## config.mk

```make
export PLATFORM = sky130hd
export DESIGN_NAME = l2_mshr
export DESIGN_NICKNAME = d
export VERILOG_FILES = /design/src/l2_mshr_pkg.sv /design/src/l2_mshr.sv /design/src/mshr_entry.sv /design/src/mshr_query.sv /design/src/mshr_table.sv
export VERILOG_INCLUDE_DIRS = /design/src
export SDC_FILE = /design/constraint.sdc
export NUM_CORES = 1
export LEC_CHECK = 0
export BUFFER_PORTS_ARGS = -buffer_cell sky130_fd_sc_hd__buf_2
export CAP_MARGIN = 20
export CORE_AREA = 2 2 437 439
export CTS_CLUSTER_SIZE = 16
export DETAILED_ROUTE_END_ITERATION = 16
export DIE_AREA = 0 0 439 441
export GPL_ROUTABILITY_DRIVEN = 0
export SYNTH_ARGS = -nofsm -noshare
export SYNTH_HDL_FRONTEND = slang
export SYNTH_SLANG_ARGS = --single-unit
```

## constraint.sdc

```tcl
create_clock -name clk -period 2.86 [get_ports clk]
set_input_delay 0.572 -clock clk [delete_from_list [all_inputs] [get_ports clk]]
set_output_delay 0.572 -clock clk [all_outputs]
set_load 0.05 [all_outputs]
```

## src/l2_mshr_consts.svh

```systemverilog
`ifndef L2_MSHR_CONSTS_SVH
`define L2_MSHR_CONSTS_SVH

// table size and index width
`define N_MSHR 4
`define MSHR_BITS 2

// op codes driven by the L2 controller FSM
`define MSHR_OP_BITS 3
`define L2_MSHR_IDLE 3'd0
`define L2_MSHR_LOOKUP 3'd1
`define L2_MSHR_PEEK_REQ 3'd2
`define L2_MSHR_PEEK_FWD 3'd3

// address breakdown, tag | set | word | byte
`define ADDR_BITS 32
`define BYTE_BITS 2
`define WORD_BITS 2
`define SET_BITS 8
`define TAG_BITS 20

// data and field widths
`define WORDS_PER_LINE 4
`define BITS_PER_WORD 32
`define WAY_BITS 3
`define STATE_BITS 3
`define CPU_MSG_BITS 2
`define HSIZE_BITS 3
`define HPROT_BITS 2

// invalid coherence state, marks a free entry
`define SPX_I 3'd0

`endif

```

## src/l2_mshr_pkg.sv

```systemverilog
`include "l2_mshr_consts.svh"

package l2_mshr_pkg;

    // address and its fields
    typedef logic [`ADDR_BITS-1:0] addr_t;
    typedef logic [`TAG_BITS-1:0] l2_tag_t;
    typedef logic [`SET_BITS-1:0] l2_set_t;
    typedef logic [`WORD_BITS-1:0] w_off_t;
    typedef logic [`BYTE_BITS-1:0] b_off_t;

    // cache way of the pending fill
    typedef logic [`WAY_BITS-1:0] l2_way_t;

    // data payloads
    typedef logic [`BITS_PER_WORD-1:0] word_t;
    typedef logic [`WORDS_PER_LINE*`BITS_PER_WORD-1:0] line_t;
    // one bit per word of a line
    typedef logic [`WORDS_PER_LINE-1:0] word_mask_t;

    // transient coherence state
    typedef logic [`STATE_BITS-1:0] unstable_state_t;

    // request attributes from the cpu side
    typedef logic [`CPU_MSG_BITS-1:0] cpu_msg_t;
    typedef logic [`HSIZE_BITS-1:0] hsize_t;
    typedef logic [`HPROT_BITS-1:0] hprot_t;

    // query select and table index
    typedef logic [`MSHR_OP_BITS-1:0] mshr_op_t;
    typedef logic [`MSHR_BITS-1:0] mshr_index_t;

    // one outstanding miss
    // live whenever state is not SPX_I
    typedef struct packed {
        cpu_msg_t cpu_msg;
        l2_tag_t tag;
        l2_set_t set;
        l2_way_t way;
        hsize_t hsize;
        w_off_t w_off;
        b_off_t b_off;
        hprot_t hprot;
        word_t word;
        line_t line;
        word_mask_t word_mask;
        unstable_state_t state;
    } mshr_buf_t;

endpackage

```

## src/l2_mshr.sv

```systemverilog
`include "l2_mshr_consts.svh"

module l2_mshr import l2_mshr_pkg::*; (
    input logic clk,
    input logic rst,
    // query select from the L2 controller
    input mshr_op_t op,
    input addr_t req_addr,
    input addr_t line_addr,
    // write strobes, all target mshr_i
    input logic add_entry,
    input logic update_state,
    input logic update_line,
    input logic update_tag,
    input logic update_word_mask,
    // write values
    input cpu_msg_t cpu_msg,
    input l2_way_t way,
    input hsize_t hsize,
    input hprot_t hprot,
    input word_t word,
    input l2_tag_t tag,
    input line_t line,
    input word_mask_t word_mask,
    input unstable_state_t state,
    // table contents
    output mshr_buf_t entries [`N_MSHR],
    // query results
    output logic mshr_hit_next,
    output logic mshr_hit,
    output mshr_index_t mshr_i_next,
    output mshr_index_t mshr_i,
    output logic set_conflict,
    output logic clr_conflict,
    output logic set_fwd_stall,
    output logic clr_fwd_stall,
    output logic set_fwd_stall_entry,
    output mshr_index_t fwd_stall_entry
);

    // storage, written at the registered index
    mshr_table u_table (
        .clk(clk),
        .rst(rst),
        .add_entry(add_entry),
        .update_state(update_state),
        .update_line(update_line),
        .update_tag(update_tag),
        .update_word_mask(update_word_mask),
        .req_addr(req_addr),
        .mshr_i(mshr_i),
        .cpu_msg(cpu_msg),
        .way(way),
        .hsize(hsize),
        .hprot(hprot),
        .word(word),
        .tag(tag),
        .line(line),
        .word_mask(word_mask),
        .state(state),
        .entries(entries)
    );

    // search and result register
    mshr_query u_query (
        .clk(clk),
        .rst(rst),
        .op(op),
        .req_addr(req_addr),
        .line_addr(line_addr),
        .entries(entries),
        .mshr_hit_next(mshr_hit_next),
        .mshr_hit(mshr_hit),
        .mshr_i_next(mshr_i_next),
        .mshr_i(mshr_i),
        .set_conflict(set_conflict),
        .clr_conflict(clr_conflict),
        .set_fwd_stall(set_fwd_stall),
        .clr_fwd_stall(clr_fwd_stall),
        .set_fwd_stall_entry(set_fwd_stall_entry),
        .fwd_stall_entry(fwd_stall_entry)
    );

endmodule

```

## src/mshr_entry.sv

```systemverilog
`include "l2_mshr_consts.svh"

module mshr_entry import l2_mshr_pkg::*; (
    input logic clk,
    input logic rst,
    // this entry is the one at mshr_i
    input logic sel,
    // write strobes
    input logic add_entry,
    input logic update_state,
    input logic update_line,
    input logic update_tag,
    input logic update_word_mask,
    // values, set and offsets already split from req_addr
    input cpu_msg_t cpu_msg,
    input l2_set_t set,
    input w_off_t w_off,
    input b_off_t b_off,
    input l2_way_t way,
    input hsize_t hsize,
    input hprot_t hprot,
    input word_t word,
    input l2_tag_t tag,
    input line_t line,
    input word_mask_t word_mask,
    input unstable_state_t state,
    output mshr_buf_t entry
);

    always_ff @(posedge clk or negedge rst) begin
        if (!rst) begin
            // all zero, state SPX_I, so the entry starts free
            entry <= '0;
        end else if (sel) begin
            if (add_entry) begin
                // allocate, every field loaded
                entry.cpu_msg <= cpu_msg;
                entry.set <= set;
                entry.w_off <= w_off;
                entry.b_off <= b_off;
                entry.way <= way;
                entry.hsize <= hsize;
                entry.hprot <= hprot;
                entry.word <= word;
                // add also covers the separately updatable fields
                entry.tag <= tag;
                entry.line <= line;
                entry.word_mask <= word_mask;
                entry.state <= state;
            end else begin
                // single field rewrites
                if (update_state) begin
                    entry.state <= state;
                end
                if (update_line) begin
                    entry.line <= line;
                end
                if (update_tag) begin
                    entry.tag <= tag;
                end
                if (update_word_mask) begin
                    entry.word_mask <= word_mask;
                end
            end
        end
    end

endmodule

```

## src/mshr_query.sv

```systemverilog
`include "l2_mshr_consts.svh"

module mshr_query import l2_mshr_pkg::*; (
    input logic clk,
    input logic rst,
    input mshr_op_t op,
    // new request address, for peek request
    input addr_t req_addr,
    // searched line, for lookup and peek forward
    input addr_t line_addr,
    input mshr_buf_t entries [`N_MSHR],
    output logic mshr_hit_next,
    output logic mshr_hit,
    output mshr_index_t mshr_i_next,
    output mshr_index_t mshr_i,
    output logic set_conflict,
    output logic clr_conflict,
    output logic set_fwd_stall,
    output logic clr_fwd_stall,
    output logic set_fwd_stall_entry,
    output mshr_index_t fwd_stall_entry
);

    // fields used for matching
    l2_set_t req_set;
    l2_tag_t line_tag;
    l2_set_t line_set;

    // per-entry match vectors
    logic [`N_MSHR-1:0] live;
    logic [`N_MSHR-1:0] line_match;
    logic [`N_MSHR-1:0] set_match;

    assign req_set = req_addr[`BYTE_BITS+`WORD_BITS +: `SET_BITS];
    assign line_set = line_addr[`BYTE_BITS+`WORD_BITS +: `SET_BITS];
    assign line_tag = line_addr[`ADDR_BITS-1 -: `TAG_BITS];

    always_comb begin
        for (int i = 0; i < `N_MSHR; i++) begin
            live[i] = (entries[i].state != `SPX_I);
            // same line, tag and set both equal
            line_match[i] = live[i] && (entries[i].tag == line_tag)
                && (entries[i].set == line_set);
            // set only, tag ignored
            set_match[i] = live[i] && (entries[i].set == req_set);
        end
    end

    // query decode, no clock
    // ascending loops so the highest index is written last and wins
    always_comb begin
        mshr_hit_next = 1'b0;
        mshr_i_next = '0;
        set_conflict = 1'b0;
        clr_conflict = 1'b0;
        set_fwd_stall = 1'b0;
        clr_fwd_stall = 1'b0;
        set_fwd_stall_entry = 1'b0;
        fwd_stall_entry = '0;

        case (op)
            `L2_MSHR_LOOKUP: begin
                for (int i = 0; i < `N_MSHR; i++) begin
                    if (line_match[i]) begin
                        mshr_hit_next = 1'b1;
                        mshr_i_next = mshr_index_t'(i);
                    end
                end
            end
            `L2_MSHR_PEEK_REQ: begin
                // free slot for the allocate that follows
                for (int i = 0; i < `N_MSHR; i++) begin
                    if (!live[i]) begin
                        mshr_i_next = mshr_index_t'(i);
                    end
                end
                // any live entry in the same set blocks the request
                if (|set_match) begin
                    set_conflict = 1'b1;
                end else begin
                    clr_conflict = 1'b1;
                end
            end
            `L2_MSHR_PEEK_FWD: begin
                for (int i = 0; i < `N_MSHR; i++) begin
                    if (line_match[i]) begin
                        mshr_hit_next = 1'b1;
                        mshr_i_next = mshr_index_t'(i);
                    end
                end
                // forward to a line still in flight must wait
                if (mshr_hit_next) begin
                    set_fwd_stall = 1'b1;
                    set_fwd_stall_entry = 1'b1;
                    fwd_stall_entry = mshr_i_next;
                end else begin
                    clr_fwd_stall = 1'b1;
                end
            end
            default: begin
                // idle, everything stays low
                mshr_hit_next = 1'b0;
            end
        endcase
    end

    // result register, holds across idle cycles
    always_ff @(posedge clk or negedge rst) begin
        if (!rst) begin
            mshr_i <= '0;
            mshr_hit <= 1'b0;
        end else if (op != `L2_MSHR_IDLE) begin
            mshr_i <= mshr_i_next;
            mshr_hit <= mshr_hit_next;
        end
    end

endmodule

```

## src/mshr_table.sv

```systemverilog
`include "l2_mshr_consts.svh"

module mshr_table import l2_mshr_pkg::*; (
    input logic clk,
    input logic rst,
    input logic add_entry,
    input logic update_state,
    input logic update_line,
    input logic update_tag,
    input logic update_word_mask,
    // address of the request being allocated
    input addr_t req_addr,
    // registered target index
    input mshr_index_t mshr_i,
    input cpu_msg_t cpu_msg,
    input l2_way_t way,
    input hsize_t hsize,
    input hprot_t hprot,
    input word_t word,
    input l2_tag_t tag,
    input line_t line,
    input word_mask_t word_mask,
    input unstable_state_t state,
    output mshr_buf_t entries [`N_MSHR]
);

    // request address fields
    l2_set_t req_set;
    w_off_t req_w_off;
    b_off_t req_b_off;

    // one-hot write select
    logic [`N_MSHR-1:0] sel;

    assign req_b_off = req_addr[`BYTE_BITS-1:0];
    assign req_w_off = req_addr[`BYTE_BITS +: `WORD_BITS];
    assign req_set = req_addr[`BYTE_BITS+`WORD_BITS +: `SET_BITS];

    // decode mshr_i
    always_comb begin
        for (int i = 0; i < `N_MSHR; i++) begin
            sel[i] = (mshr_i == mshr_index_t'(i));
        end
    end

    // values fan out to all entries, sel picks the writer
    for (genvar g = 0; g < `N_MSHR; g++) begin : g_entry
        mshr_entry u_entry (
            .clk(clk),
            .rst(rst),
            .sel(sel[g]),
            .add_entry(add_entry),
            .update_state(update_state),
            .update_line(update_line),
            .update_tag(update_tag),
            .update_word_mask(update_word_mask),
            .cpu_msg(cpu_msg),
            .set(req_set),
            .w_off(req_w_off),
            .b_off(req_b_off),
            .way(way),
            .hsize(hsize),
            .hprot(hprot),
            .word(word),
            .tag(tag),
            .line(line),
            .word_mask(word_mask),
            .state(state),
            .entry(entries[g])
        );
    end

endmodule

```

# Yosys cells after proc, flatten, opt, wreduce, memory -nomap -nowiden
# Index checks and enable logic that the tools add are counted.
[totals]
register_bits = 839
input_bits = 271
out_inout_bits = 849
wordCells = 141
[classes]
eq_ne = 18
n_mux = 29
n_reduce_logical = 44
[ops]
columns = ["operator", "count"]
rows = [
  ["135-bit two-way mux", 1],
  ["128-bit two-way mux", 1],
  ["20-bit == test", 4],
  ["8-bit == test", 8],
  ["20-bit two-way mux", 2],
  ["2-bit AND reduction", 20],
  ["1-bit two-way mux", 15],
  ["3-bit nonzero test", 5],
  ["1-bit logical AND", 12],
  ["2-bit two-way mux", 6],
  ["2-bit nonzero test", 4],
  ["3-bit by 2-bit == test with 1-bit output (second input constant)", 2],
  ["2-bit == test (second input constant)", 2],
  ["4-bit two-way mux", 1],
  ["2-bit one-hot mux with 2 select lines", 1],
  ["4-bit OR reduction", 1],
  ["3-bit by 1-bit == test with 1-bit output (second input constant)", 1],
  ["3-bit two-way mux", 1],
  ["2-bit by 1-bit == test with 1-bit output (second input constant)", 1],
  ["2-bit zero test", 1],
  ["1-bit one-hot mux with 2 select lines", 1],
  ["2-bit OR reduction", 1],
]

# Depth between registers and ports, before layout
# Gate-level depths: netlist of run 1.
[logic_depth]
depth_word = 10
depth_mapped = 7

# Cells and area by module
# A second synthesis of run 1 with hierarchy kept.
[hier_totals]
cells_unflattened = 2015
hier_area_um2 = 35499.0
[by_module_without_submodules]
columns = ["module", "instances", "cells_each", "area_each_um2"]
rows = [
  ["mshr_entry", 4, 444, 8401.8],
  ["mshr_query", 1, 235, 1865.5],
  ["mshr_table", 1, 4, 26.3],
]

# Worst setup path before layout of run 1
# No wires, ideal clock.
[synth_path]
path_type = "input port to output port"
startpoint = "input req_addr[11]"
endpoint = "output clr_conflict"
t_arrival_ns = 2.667
path_slack_ns = -0.379
cell_stages = 6
path_buffers = 1
cell_sequence = "clkbuf_1 > xor2_1 > nor4_1 > nand2_1 > o32ai_1 > nor4_1"
[synth_via]
elab_chain_cells = 5
[synth_lines]
columns = ["element", "line", "source"]
rows = [
  ["start: declaration", "l2_mshr.sv:8", "input addr_t req_addr,"],
  ["8-bit == test", "mshr_query.sv:45", "set_match[i] = live[i] && (entries[i].set == req_set);"],
  ["1-bit logical AND", "mshr_query.sv:45", ""],
  ["4-bit OR reduction (*)", "mshr_query.sv:78", "if (|set_match) begin"],
  ["1-bit two-way mux (*)", "mshr_query.sv:78", ""],
  ["1-bit two-way mux (*)", "mshr_query.sv:61", "case (op)"],
  ["end: declaration", "l2_mshr.sv:34", "output logic clr_conflict,"],
]
# Mark *: on every way between the ends. The rest lies on a longest branch, timed or not.

# Worst setup path in the final report of run 1
[layout_path]
startpoint = "register u_table.g_entry[1].u_entry.entry[201] in the netlist's numbering"
endpoint = "output clr_fwd_stall"
[layout_via]
elab_chain_cells = 9
[layout_lines]
columns = ["element", "line", "source"]
rows = [
  ["start: declaration", "mshr_entry.sv:27", "output mshr_buf_t entry"],
  ["20-bit == test", "mshr_query.sv:42", "line_match[i] = live[i] && (entries[i].tag == line_tag)"],
  ["1-bit logical AND", "mshr_query.sv:42", ""],
  ["1-bit logical AND", "mshr_query.sv:43", "&& (entries[i].set == line_set);"],
  ["1-bit two-way mux", "mshr_query.sv:86", "if (line_match[i]) begin"],
  ["1-bit two-way mux", "-", ""],
  ["1-bit two-way mux", "mshr_query.sv:86", ""],
  ["1-bit two-way mux", "mshr_query.sv:61", ""],
  ["1-bit two-way mux", "mshr_query.sv:92", "if (mshr_hit_next) begin"],
  ["1-bit two-way mux", "mshr_query.sv:61", ""],
  ["end: declaration", "l2_mshr.sv:36", "output logic clr_fwd_stall,"],
]
# Every way passes these cells. The select of a mux whose other input is x is not followed.

==> results of run 1 <==
## sequential cells by signal, indices dropped and copies added (netlist names)
name                           flops
u_table.g_entry.u_entry.entry    836
u_query.mshr_i                     2
u_query.mshr_hit                   1
## metrics by stage
stage / util [%] / std cells / total power, mW
6_report: 24.57 / 5916 / 58.46
5_1_grt: 24.57 / 5913 / 60.80
4_1_cts: 24.48 / 5901 / 59.12
3_5_place_dp: 22.57 / 5713 / 45.97
3_3_place_gp: 22.56 / 5712 / 45.64
2_1_floorplan: - / 2030 / 37.32
## placed cells by master (no fill, tap or decap), types with 4 or more instances in the layout
cell / n
xor2_1: 99
nand4_1: 15
nor3_1: 8
clkinv_16: 4
buf_8: 6
bufinv_16: 8
dfrtp_2: 4
nor2_4: 7
nor2_1: 14
nor3_2: 5
buf_6: 5
clkbuf_1: 26
dfrtp_1: 835
mux2_1: 248
buf_2: 1084
nor2_2: 4
dlygate4sd3_1: 5
xnor2_1: 41
clkbuf_16: 95
buf_4: 160
buf_12: 27
nor4_2: 10
clkinv_2: 8
inv_6: 5
clkbuf_8: 19
nor4_1: 11
diode_2: 13
mux2_2: 589
## cells by family after synthesis
kind of cell / Yosys count
DFF: 839
muxes: 837
xor gates and xnor gates: 144
buffers and inverters: 99
and+or+nand+nor: 95
AOI/OAI and AO/OA: 16
## final timing paths
path	from	end	depth (start not counted)
max in group asynchronous	rst	u_table.g_entry[3].u_entry.entry[114]$_DFFE_PN0P_	3
worst min register to register	u_table.g_entry[2].u_entry.entry[23]$_DFFE_PN0P_	u_table.g_entry[2].u_entry.entry[23]$_DFFE_PN0P_	1
worst max-delay path	u_table.g_entry[1].u_entry.entry[201]$_DFFE_PN0P_	clr_fwd_stall	8
min in group asynchronous	rst	u_table.g_entry[3].u_entry.entry[8]$_DFFE_PN0P_	2
worst min-delay path	word[26]	u_table.g_entry[2].u_entry.entry[161]$_DFFE_PN0P_	2
worst max register to register	u_query.mshr_i[0]$_DFFE_PN0P_	u_table.g_entry[0].u_entry.entry[36]$_DFFE_PN0P_	6
## power groups by stage
stage	clock, mW	sequential (mW)	combinational, mW
finish	12.8	18.5	27.2
global route	13.6	19.0	28.2
CTS	13.2	18.5	27.5
detailed placement	0	18.6	27.3
global placement	0	18.4	27.2
floorplan	0	32.8	4.54
## worst max-delay path: stages (launching register included)
cell	delay [ns]
dfrtp_1	0.39
xor2_1	0.19
nor4_2	0.27
buf_4	0.19
nand4_1	0.18
buf_4	0.20
o221a_4	0.32
and2b_1	0.21
buf_12	0.15
## per-layer routing
| layer | global-route usage (%) | part of all wire (%) | up-vias |
|---|---|---|---|
| li1 | - | - | 9810 |
| met1 | 14.00 | 35 | 11730 |
| met2 | 25.41 | 54 | 799 |
| met3 | 3.506 | 5.8 | 245 |
| met4 | 5.665 | 4.3 | 24 |
| met5 | 0 | 0.12 | - |
## final cells by class
class	count	area (µm²)
Fill cell	19900	142700
Multi-Input combinational cell	1092	11660
Timing Repair Buffer	1287	7363
Clock inverter	34	553.0
Antenna cell	13	32.53
Sequential cell	839	21000
Clock buffer	140	2736
Tap cell	2511	3142
## what timing repair did
action,CTS,global route
pin swaps,9,17
endpoints found under the setup margin,10,10
gates resized for setup,41,22
setup buffers,9,6
endpoints found under the hold margin,15,0
hold buffers,5,0
==> implementation parameters, run 1 <==
Parameter                              Value

Die
  Number of placement rows    160
  Die X-Extent    439 µm
  Initial core utilization    between 15 and 20%
  Number of primary I/O pins    1120
  Chip Height    441 µm
  Std-Cell Core Area    about 0.19 mm²
  Total Die Area    between 0.15 and 0.2 mm²

Setup path
  Crit start category    flip-flop
  Crit. End Element    primary output
  Arr. time, crit path    around 2.9 ns
  Critical path peak fanout    4
  Required time at the worst-slack endpoint    ~2.3 ns
  Category of the critical setup timing path    reg -> out
  Reg2reg setup slack    0.69 ns

Timing
  Summed negative setup slack over all endpoints    -4.083 ns
  Achievable Freq    between 0.2 and 0.3 GHz
  Part of the cycle the worst path needs    119.5%
  Setup repair after global routing missed its margin    yes
  Number of slew-limit violations in the final report    0
  Final worst slack    -0.5573 ns
  Actual transition at the worst max-transition pin    0.8083 ns
  Worst clock skew    about 0.054 ns
  Hold_ws    around 0.1 ns
  Hold violation total from the final report    0
  Final min period    about 3.4 ns
  # setup viols final    10
  Relative max-transition margin    about 46%

Outcome
  Violations in the final reports    setup timing
  Status    finished, violations left

Place
  I/O Buffers    between 1k and 1.5k
  Final HPWL from detailed placement    109000 µm
  Placement-stage worst setup slack    -0.6845 ns
  Placed standard-cell area    0.04270 mm²

Pwr
  Cell internal power dissipation    about 30 mW
  Relative contribution of the clock network to total power    a little over a fifth
  Largest voltage drop on the vdd net    ~0.0007 V
  Leakage power    21.70 nW
  Switching portion of total power    around 48%
  Power density over the cells    around 1300 mW/mm²
  Portion of total power attributed to sequential cells    31.6%
  Combinational power share    a little under half
  Reported net switching power    28.33 mW

CTS
  Worst-case clock buffer depth    3
  Insertion delay to the later sink of the worst-skew pair    around 0.74 ns
  Buffer cell driving the clock tree root    clkbuf_16
  Clock tree from TritonCTS    done
  Number of buffers added by the clock tree synthesis step    between 90 and 100
  Clk pin slew, worst setup/hold paths    0.06 ns
  Sink Count    839
  Total number of H-tree levels    3

Yosys
  Number of nets produced by synthesis    around 2.3k
  Cell accounting for the most synthesized area    dfrtp_1
  Post-synth EDFFs    0
  Top cells by area in the synthesized netlist    dfrtp_1 64%, mux2_2 20%, mux2_1 8.5%
  Mapped Area    approximately 0.033 mm²
  Combinational family with the most area after synthesis    multiplexers
  #FFs+latches synth    between 800 and 900
  Area fraction in compound gates after synthesis    less than 1%
  Yosys warnings    0
  Multiplexer share of the synthesized area    approximately 29%
  Asr flop ratio synth    100.0%
  Dominant register cell in the synthesized netlist    dfrtp_1
  Top cells by instance count after synthesis    839 x dfrtp_1, 589 x mux2_2, 248 x mux2_1, 101 x xor2_1, 51 x buf_2
  Post-synthesis sequential area ratio    a little under two thirds
  Mapped Avg Cell Area    ~16 µm²
  Most frequent cell after synthesis    dfrtp_1
  Gate count of the mapped netlist    a little over 2k
  Post-synthesis share of cell area spent on and, or, nand and nor gates    under 10%
  Top-area cell type share of the netlist area    between 60 and 70%
  Fraction of the mapped netlist area in adder cells    0%
  XOR/XNOR Fraction of Synth Area    ~3.8%
  Yosys cell types    34

Routing
  Total DRC errors in the routed layout    0
  Number of violations reported at the end of detailed-routing iteration 0    around 840
  Antenna Nets Post-Route    0
  Router iterations before antenna repair    6
  Detailed-route vias per instance    3.822
  Total via count in the routed design    between 20k and 25k
  Total length of routed wires    roughly 140000 µm
  Average routed wire per standard cell    23.01 µm

GRT
  Overflow left after global routing    0
  Antenna violations before repair    45
  Via count of the first global-routing pass    23.42k
  Global-route wire length before repair    185100 µm
  Maximum number of pins on one net before global-route repair    between 90 and 100
  Global router's overall resource usage    around 13%

Final layout
  Final cell area excluding filler cells    about 0.046 mm²
  Final Net Count    between 3k and 4k
  Area Growth Syn to Fin    40.97%
  Layout cells sized above 1    61.00%

Run
  Number of maximum-capacitance constraint violations    0

Min path
  Class of the tightest hold or removal check    in -> reg
Note: power is estimated with default switching activity, not from simulation.
==> run 2, diff against run 1 <==
--- a/config.mk
+++ b/config.mk
@@ -8,10 +8,11 @@
 export LEC_CHECK = 0
 export BUFFER_PORTS_ARGS = -buffer_cell sky130_fd_sc_hd__buf_2
 export CAP_MARGIN = 20
-export CORE_AREA = 2 2 437 439
+export CORE_AREA = 2 2 441 443
+export CTS_BUF_LIST = sky130_fd_sc_hd__clkbuf_16
 export CTS_CLUSTER_SIZE = 16
 export DETAILED_ROUTE_END_ITERATION = 16
-export DIE_AREA = 0 0 439 441
+export DIE_AREA = 0 0 443 445
 export GPL_ROUTABILITY_DRIVEN = 0
 export SYNTH_ARGS = -nofsm -noshare
 export SYNTH_HDL_FRONTEND = slang
==> constraint.sdc (replaced) <==
create_clock -name clk -period 3.5 [get_ports clk]
set_input_delay 0.7 -clock clk [delete_from_list [all_inputs] [get_ports clk]]
set_output_delay 0.7 -clock clk [all_outputs]
set_load 0.05 [all_outputs]
==> run 2 against run 1 <==
Non-clock buffer count shrank 102. Worst hold slack gained 0.13 ns. The run still ends with setup timing left. Design area shrank 2.6%. Critical path type unchanged.
==> implementation parameters, run 2 (synthesis results as in run 1) <==
Parameter                              Value

Setup path
  WP buf/inv    3 (unchanged)
  Category of the critical setup timing path    reg -> out
  Crit start category    flip-flop
  Cell repeated most along the worst path    buf_12
  Kind of cell adding the most delay to the critical path    simple AND/OR/NAND/NOR gates
  Largest stage delay on the critical path    0.41 ns (+0.02 ns)
  Worst-path cell chain    xor2_1 -> nor4_2 -> buf_4 -> nand4_1 -> o221a_4 -> buf_12 -> and2b_1 -> buf_12
  Required time at the worst-slack endpoint    2.80 ns (+0.51 ns)
  Crit. End Element    primary output
  Arr. time, crit path    2.91 ns (+0.06 ns)
  Master of the slowest instance on the critical path    nor4_2
  Critical path peak fanout    3 (-1)

GRT
  Antenna violations before repair    49 (+8.9%)
  Global-route wire length before repair    185900 µm (+0.44%)
  Maximum number of pins on one net before global-route repair    82 (-9.9%)
  Via count of the first global-routing pass    23.46k (+0.13%)
  Global router's overall resource usage    13.27% (-0.21 points)
  Overflow left after global routing    0 (unchanged)

Final layout
  Final Net Count    3482 (-2.9%)
  Flip-flop count of the largest register, all copies and words added    836 (unchanged)
  Layout cells sized above 1    58.81% (-2.2 points)
  Commonest non-fill, non-tap cells in the layout    1086 x buf_2, 838 x dfrtp_1, 589 x mux2_2
  Top reg by flops    u_table.g_entry.u_entry.entry
  Top flop regs    u_table.g_entry.u_entry.entry (836), u_query.mshr_i (2), u_query.mshr_hit (1)
  Area Growth Syn to Fin    37.31%
  Fillcell total    20.36k (+2.3%)
  Most common cell after layout, fill and taps aside    buf_2
  Final cell area excluding filler cells    0.04528 mm² (-2.6%)

Die
  Chip Height    445 µm (+0.91%)
  Die X-Extent    443 µm (+0.91%)
  Std-Cell Core Area    0.1920 mm² (+1.5%)
  Initial core utilization    17.18% (-0.25 points)
  Number of placement rows    161 (+0.63%)
  Total Die Area    0.1971 mm² (+1.8%)
  Number of primary I/O pins    1120 (unchanged)

CTS
  Worst-case clock buffer depth    3 (unchanged)
  Insertion delay to the later sink of the worst-skew pair    0.71 ns (-0.03 ns)
  Clk pin slew, worst setup/hold paths    0.06 ns (about the same)
  Clock tree from TritonCTS    done
  Buffer cell driving the clock tree root    clkbuf_16
  Sink Count    839 (unchanged)
  Number of buffers added by the clock tree synthesis step    93 (-2.1%)
  Total number of H-tree levels    3 (unchanged)

Place
  Placed standard-cell area    0.04212 mm² (-1.4%)
  Final HPWL from detailed placement    107100 µm (-1.7%)
  Placement-stage worst setup slack    -0.2106 ns (+0.4739 ns)
  I/O Buffers    1095 (unchanged)

Routing
  Total length of routed wires    134600 µm (-1.1%)
  Met1 layer wirelength in the final routing    46050 µm (-4.6%)
  Total met2 wirelength after detailed routing    69620 µm (-5.9%)
  Router iterations before antenna repair    4 (-2)
  Total via count in the routed design    22.39k (-0.96%)
  Number of violations reported at the end of detailed-routing iteration 0    846 (+0.95%)
  Highest metal layer used by the detailed router    met5
  Total DRC errors in the routed layout    0 (unchanged)
  Met3 wire length    9012 µm (+15%)
  Antenna Nets Post-Route    0 (unchanged)
  Average routed wire per standard cell    23.02 µm (about the same)
  Detailed-route vias per instance    3.829 (+0.19%)

Timing
  Actual transition at the worst max-transition pin    0.8416 ns (+0.03330 ns)
  Hold violation total from the final report    0 (unchanged)
  Final min period    3.613 ns
  Hold_ws    0.2337 ns (+0.1341 ns)
  Relative max-transition margin    43.30% (-2.2 points)
  Final worst slack    -0.1127 ns (+0.4445 ns)
  Worst clock skew    0.03573 ns (-0.01786 ns)
  Number of slew-limit violations in the final report    0 (unchanged)
  # setup viols final    5 (-5)
  Setup repair after global routing missed its margin    yes
  Part of the cycle the worst path needs    103.2%
  Summed negative setup slack over all endpoints    -0.2344 ns (+3.849 ns)
  Achievable Freq    between 0.2 and 0.3 GHz

Pwr
  Largest voltage drop on the vdd net    0.0005775 V (-17%)
  Power density over the cells    1027 mW/mm² (-18%)
  Leakage power    21.12 nW (-2.7%)

Outcome
  Violations in the final reports    setup timing
  Status    finished, violations left

Min path
  Class of the tightest hold or removal check    in -> reg

Run
  Number of maximum-capacitance constraint violations    0 (unchanged)
## run 2: cell count changes in the layout (fill, tap and decap cells not counted), sizes merged
cell         change
diode           +24
clkinv          +18
clkbuf          -47
inv             +28
bufinv           -2
buf             -98
dlygate4sd3      -4
clkinvlp         -2
## run 2: cell type report
cell class | instances | area (µm²) | area share (%)
antenna | 37 | 92.59 | 0.2045
clock buffer | 93 | 2327 | 5.140
clock inverter | 76 | 570.5 | 1.260
multi-input combinational | 1092 | 11550 | 25.52
sequential | 839 | 21000 | 46.37
tap | 2526 | 3161 | 6.980
timing repair buffer | 1185 | 6578 | 14.53
## run 2: per-layer routing
layer | up-vias | GRT usage [%]
met2 | 809 | 23.73
met5 | - | 0
met3 | 293 | 4.091
met4 | 32 | 8.861
li1 | 9609 | -
met1 | 11650 | 13.20
## run 2: worst paths after layout
| path | from | end | slack (ns) | cells after the start |
|---|---|---|---|---|
| max | u_table.g_entry[1].u_entry.entry[189]$_DFFE_PN0P_ | clr_fwd_stall | -0.11 | 8 |
| min | word[16] | u_table.g_entry[2].u_entry.entry[151]$_DFFE_PN0P_ | 0.23 | 2 |
| max in group asynchronous | rst | u_table.g_entry[2].u_entry.entry[52]$_DFFE_PN0P_ | 1.87 | 4 |
| min reg2reg | u_table.g_entry[1].u_entry.entry[25]$_DFFE_PN0P_ | u_table.g_entry[1].u_entry.entry[25]$_DFFE_PN0P_ | 0.48 | 1 |
| max reg2reg | u_query.mshr_i[0]$_DFFE_PN0P_ | u_table.g_entry[3].u_entry.entry[120]$_DFFE_PN0P_ | 1.16 | 5 |
| min in group asynchronous | rst | u_table.g_entry[2].u_entry.entry[134]$_DFFE_PN0P_ | 0.57 | 2 |
## run 2: where the power goes
part           leakage (nW)  switching [mW]  internal [mW]
Clock                  1.53            4.17           5.28
Sequential             10.1            2.10           13.0
Combinational          9.47            16.6           5.29
Total                  21.1            22.9           23.6
## run 2: per-stage QoR
stage,power (mW),std cells,utilization [%]
after CTS,47.12,5810,23.51
after floorplan,30.49,2030,-
final,46.52,5848,23.59
after global placement,37.09,5641,21.94
after detailed placement,37.39,5641,21.94
after global routing,48.39,5845,23.58
## run 2: what timing repair did
item / CTS / global route
cloned: 0 / 0
hold buffers: 1 / 0
hold endpoints to repair: 31 / 0
setup endpoints to repair: 10 / 9
gates resized for setup: 28 / 9
pin swaps: 6 / 6
setup buffers: 2 / 1
## run 2: worst reg2reg max path: cells and delay by family, from the launching register on
| kind | cells | cell delay [ns] |
|---|---|---|
| AO/OA/AOI/OAI | 1 | 0.10 |
| multiplexers | 1 | 0.54 |
| flip-flops | 1 | 0.56 |
| AND/OR/NAND/NOR | 1 | 0.36 |
| buffers and inverters | 2 | 0.66 |
==> run 3, diff against run 2 <==
--- a/config.mk
+++ b/config.mk
@@ -6,13 +6,13 @@
 export SDC_FILE = /design/constraint.sdc
 export NUM_CORES = 1
 export LEC_CHECK = 0
+export ABC_AREA = 1
 export BUFFER_PORTS_ARGS = -buffer_cell sky130_fd_sc_hd__buf_2
 export CAP_MARGIN = 20
-export CORE_AREA = 2 2 441 443
-export CTS_BUF_LIST = sky130_fd_sc_hd__clkbuf_16
+export CORE_AREA = 2 2 438 440
 export CTS_CLUSTER_SIZE = 16
 export DETAILED_ROUTE_END_ITERATION = 16
-export DIE_AREA = 0 0 443 445
+export DIE_AREA = 0 0 440 442
 export GPL_ROUTABILITY_DRIVEN = 0
 export SYNTH_ARGS = -nofsm -noshare
 export SYNTH_HDL_FRONTEND = slang
==> run 3 against run 2 <==
Worst hold slack gained 0.024 ns. Maximum frequency grew 7.5%. Die area shrank 1.3%. Area after synthesis grew 0.88%. Via count grew 34%. Sequential share of layout area is essentially flat. Non-clock buffer count shrank 19. Global-route usage grew 2.6 points. Largest power group unchanged. Clock skew grew 0.00087 ns. Synthesized cell count grew 80%. The flow now finishes without violations. Routed wire length grew 18%.
==> implementation parameters, run 3 <==
Parameter                              Value

Yosys
  Number of nets produced by synthesis    3928 (+71%)
  Top cells by area in the synthesized netlist    dfrtp_1 63%, nand2_1 14%, o21ai_0 8.5%
  Post-synth EDFFs    0 (unchanged)
  #FFs+latches synth    839 (unchanged)
  Gate count of the mapped netlist    3657 (+80%)
  Top cells by instance count after synthesis    1205 x nand2_1, 839 x dfrtp_1, 564 x o21ai_0, 317 x inv_1, 288 x o21ai_1
  Yosys cell types    25 (-26%)
  Mapped Area    0.03326 mm² (+0.88%)
  Most frequent cell after synthesis    nand2_1
  Asr flop ratio synth    100.0% (unchanged)
  Mapped Avg Cell Area    9.096 µm² (-44%)
  Cell accounting for the most synthesized area    dfrtp_1
  Top-area cell type share of the netlist area    63.12% (-0.55 points)
  Post-synthesis sequential area ratio    63.12% (-0.55 points)
  Dominant register cell in the synthesized netlist    dfrtp_1
  Yosys warnings    0 (unchanged)

Die
  Chip Height    442 µm (-0.67%)
  Total Die Area    0.1945 mm² (-1.3%)
  Initial core utilization    17.55% (+0.37 points)
  Number of primary I/O pins    1120 (unchanged)
  Number of placement rows    160 (-0.62%)
  Die X-Extent    440 µm (-0.68%)
  Std-Cell Core Area    0.1896 mm² (-1.2%)

GRT
  Overflow left after global routing    0 (unchanged)
  Antenna violations before repair    42 (-14%)
  Global router's overall resource usage    15.85% (+2.6 points)
  Global-route wire length before repair    219000 µm (+18%)
  Via count of the first global-routing pass    28.23k (+20%)
  Maximum number of pins on one net before global-route repair    114 (+39%)

Final layout
  Top flop regs    u_table.g_entry.u_entry.entry (836), u_query.mshr_i (2), u_query.mshr_hit (1)
  Most common cell after layout, fill and taps aside    nand2_1
  Flip-flop count of the largest register, all copies and words added    836 (unchanged)
  Area Growth Syn to Fin    36.09%
  Commonest non-fill, non-tap cells in the layout    1197 x nand2_1, 1088 x buf_2, 829 x dfrtp_1
  Final Net Count    5007 (+44%)
  Combined area of the multi-input logic cells    0.01021 mm² (-12%)
  Top reg by flops    u_table.g_entry.u_entry.entry
  Final core occ    23.88% (+0.29 points)
  Layout cells sized above 1    28.84% (-30 points)
  Sequential cell area    0.02101 mm² (about the same)
  Fillcell total    20.60k (+1.2%)

CTS
  Clk pin slew, worst setup/hold paths    0.06 ns (about the same)
  Insertion delay to the later sink of the worst-skew pair    0.74 ns (+0.03 ns)
  Number of buffers added by the clock tree synthesis step    93 (unchanged)
  Clock tree from TritonCTS    done
  Total number of H-tree levels    3 (unchanged)
  Buffer cell driving the clock tree root    clkbuf_16
  Worst-case clock buffer depth    3 (unchanged)
  Sink Count    839 (unchanged)

Place
  Final HPWL from detailed placement    126200 µm (+18%)
  Placement-stage worst setup slack    0.2048 ns (+0.4154 ns)
  I/O Buffers    1095 (unchanged)

Timing
  Achievable Freq    0.2975 GHz (+7.5%)
  Part of the cycle the worst path needs    96.04% (-7.2 points)
  Summed negative setup slack over all endpoints    0 ns (+0.2344 ns)
  Number of slew-limit violations in the final report    0 (unchanged)
  # setup viols final    0 (-5)
  Final worst slack    0.1385 ns (+0.2512 ns)
  Worst clock skew    0.03659 ns (+0.0008669 ns)
  Relative max-transition margin    40.92% (-2.4 points)
  Actual transition at the worst max-transition pin    0.8795 ns (+0.03783 ns)
  Setup repair after global routing missed its margin    no
  Hold violation total from the final report    0 (unchanged)
  Final min period    3.362 ns (-0.2512 ns)

Routing
  Number of violations reported at the end of detailed-routing iteration 0    3336 (+290%)
  Antenna Nets Post-Route    0 (unchanged)
  Total via count in the routed design    30.10k (+34%)
  Average routed wire per standard cell    21.65 µm (-6.0%)
  Router iterations before antenna repair    6 (+2)
  Total length of routed wires    158900 µm (+18%)
  Total DRC errors in the routed layout    0 (unchanged)
  Detailed-route vias per instance    4.100 (+7.1%)

Pwr
  Power density over the cells    1155 mW/mm² (+12%)
  PnR Total Power    52.28 mW (+12%)
  Leakage power    23.54 nW (+11%)
  Largest voltage drop on the vdd net    0.0005874 V (+1.7%)

Setup path
  Destination of the worst register-to-register timing path    u_table.g_entry[0].u_entry.entry[197]$_DFFE_PN0P_
  Worst setup path startpoint    u_table.g_entry[0].u_entry.entry[204]$_DFFE_PN0P_
  Kind of cell adding the most delay to the critical path    simple AND/OR/NAND/NOR gates
  Required time at the worst-slack endpoint    2.80 ns (about the same)
  Cell depth of the worst flop-to-flop path    5 (unchanged)
  Crit. End Element    primary output
  Critical path peak fanout    4 (+1)
  WP buf/inv    1 (-2)
  Master of the slowest instance on the critical path    dfrtp_2
  Worst-path cell chain    nand2_1 -> nand2_1 -> nor2_1 -> nand2_1 -> nor2_1 -> nand2_1 -> nor2_1 -> nor2_1 -> nand2_2 -> nand2_4 -> nor2_4 -> buf_6
  Critical R2R Launch    u_query.mshr_i[1]$_DFFE_PN0P_
  Arr. time, crit path    2.66 ns (-0.25 ns)
  Largest stage delay on the critical path    0.45 ns (+0.04 ns)
  Crit start category    flip-flop
  Category of the critical setup timing path    reg -> out
  Reg2reg setup slack    0.95 ns (-0.21 ns)

Run
  Number of maximum-capacitance constraint violations    0 (unchanged)

Min path
  Worst-case hold path end point    u_table.g_entry[1].u_entry.entry[70]$_DFFE_PN0P_
  Startpoint of the tightest hold check path    line[63]
  Class of the tightest hold or removal check    in -> reg
  Cell depth of the worst min-delay path    3 (+1)

Outcome
  Status    finished, final reports clean
## run 3: cell count changes in the layout (fill, tap and decap cells not counted), moves of 18 or more
cell	previous run	this run
clkbuf_8	0	22
clkinv_1	18	0
diode_2	37	16
inv_1	30	317
inv_2	0	18
mux2_1	248	0
mux2_2	589	0
nand2_1	3	1197
nor2_1	16	123
o21ai_0	3	562
o21ai_1	2	289
xnor2_1	42	19
xor2_1	101	22
## run 3: stage by stage
step	hold WS [ns]	instance area, µm²	std cells
final	0.2578	45270	7340
after global routing	0.2174	45230	7326
after CTS	0.1645	45110	7318
after detailed placement	0.4673	41810	7145
after global placement	0.4608	41810	7145
after floorplan	0.4044	33260	3657
## run 3: repair_timing
action / 4_1_cts / 5_1_grt
hold endpoints to repair: 45 / 0
hold buffers: 1 / 0
buffers inserted: 0 / 6
resized for setup: 14 / 24
pin swaps: 1 / 3
setup endpoints to repair: 7 / 7
## run 3: cells by family (layout without fill, tap and decap cells)
family                    after synthesis  count (layout)  share of synthesized area [%]
other                                   0              16                              0
and+or+nand+nor                      1403            1403                          16.29
buffers and inverters                 517            1673                          6.586
xor gates and xnor gates               44              44                          1.159
AOI/OAI and AO/OA                     854             854                          12.85
DFF                                   839             839                          63.12
## run 3: worst min-delay path: cells and delay by family
family,cells,cell delay [ns]
buffers and inverters,2,0.14
AO/OA/AOI/OAI,1,0.12
## run 3: worst max-delay path by stage
stage                                endpoint  cells after the start
after floorplan                  clr_conflict                      6
after global placement         mshr_i_next[1]                     10
after detailed placement       mshr_i_next[1]                     10
after CTS                       clr_fwd_stall                     12
after global routing      set_fwd_stall_entry                     13
final                     set_fwd_stall_entry                     12
## run 3: power breakdown
group / leakage [nW] / internal (mW) / switching [mW]
Sequential: 10.6 / 13.5 / 2.57
Combinational: 11.4 / 5.02 / 20.8
Clock: 1.57 / 5.90 / 4.51
## run 3: final cells by class
cell class	instances	area share, %
inverters	335	2.778
clock inverters	41	1.244
diodes	16	0.08845
well taps	2511	6.940
flip-flops and latches	839	46.41
clock buffers	131	5.943
repair buffers	1166	14.05
multi-input cells	2301	22.55
## run 3: per-layer routing
layer	track usage [%]	up-vias	routed length, µm
met1	19.73	14600	62770
met2	25.52	1427	74310
met3	4.586	279	14720
met4	6.556	28	6943
met5	0	-	169
li1	-	13770	-
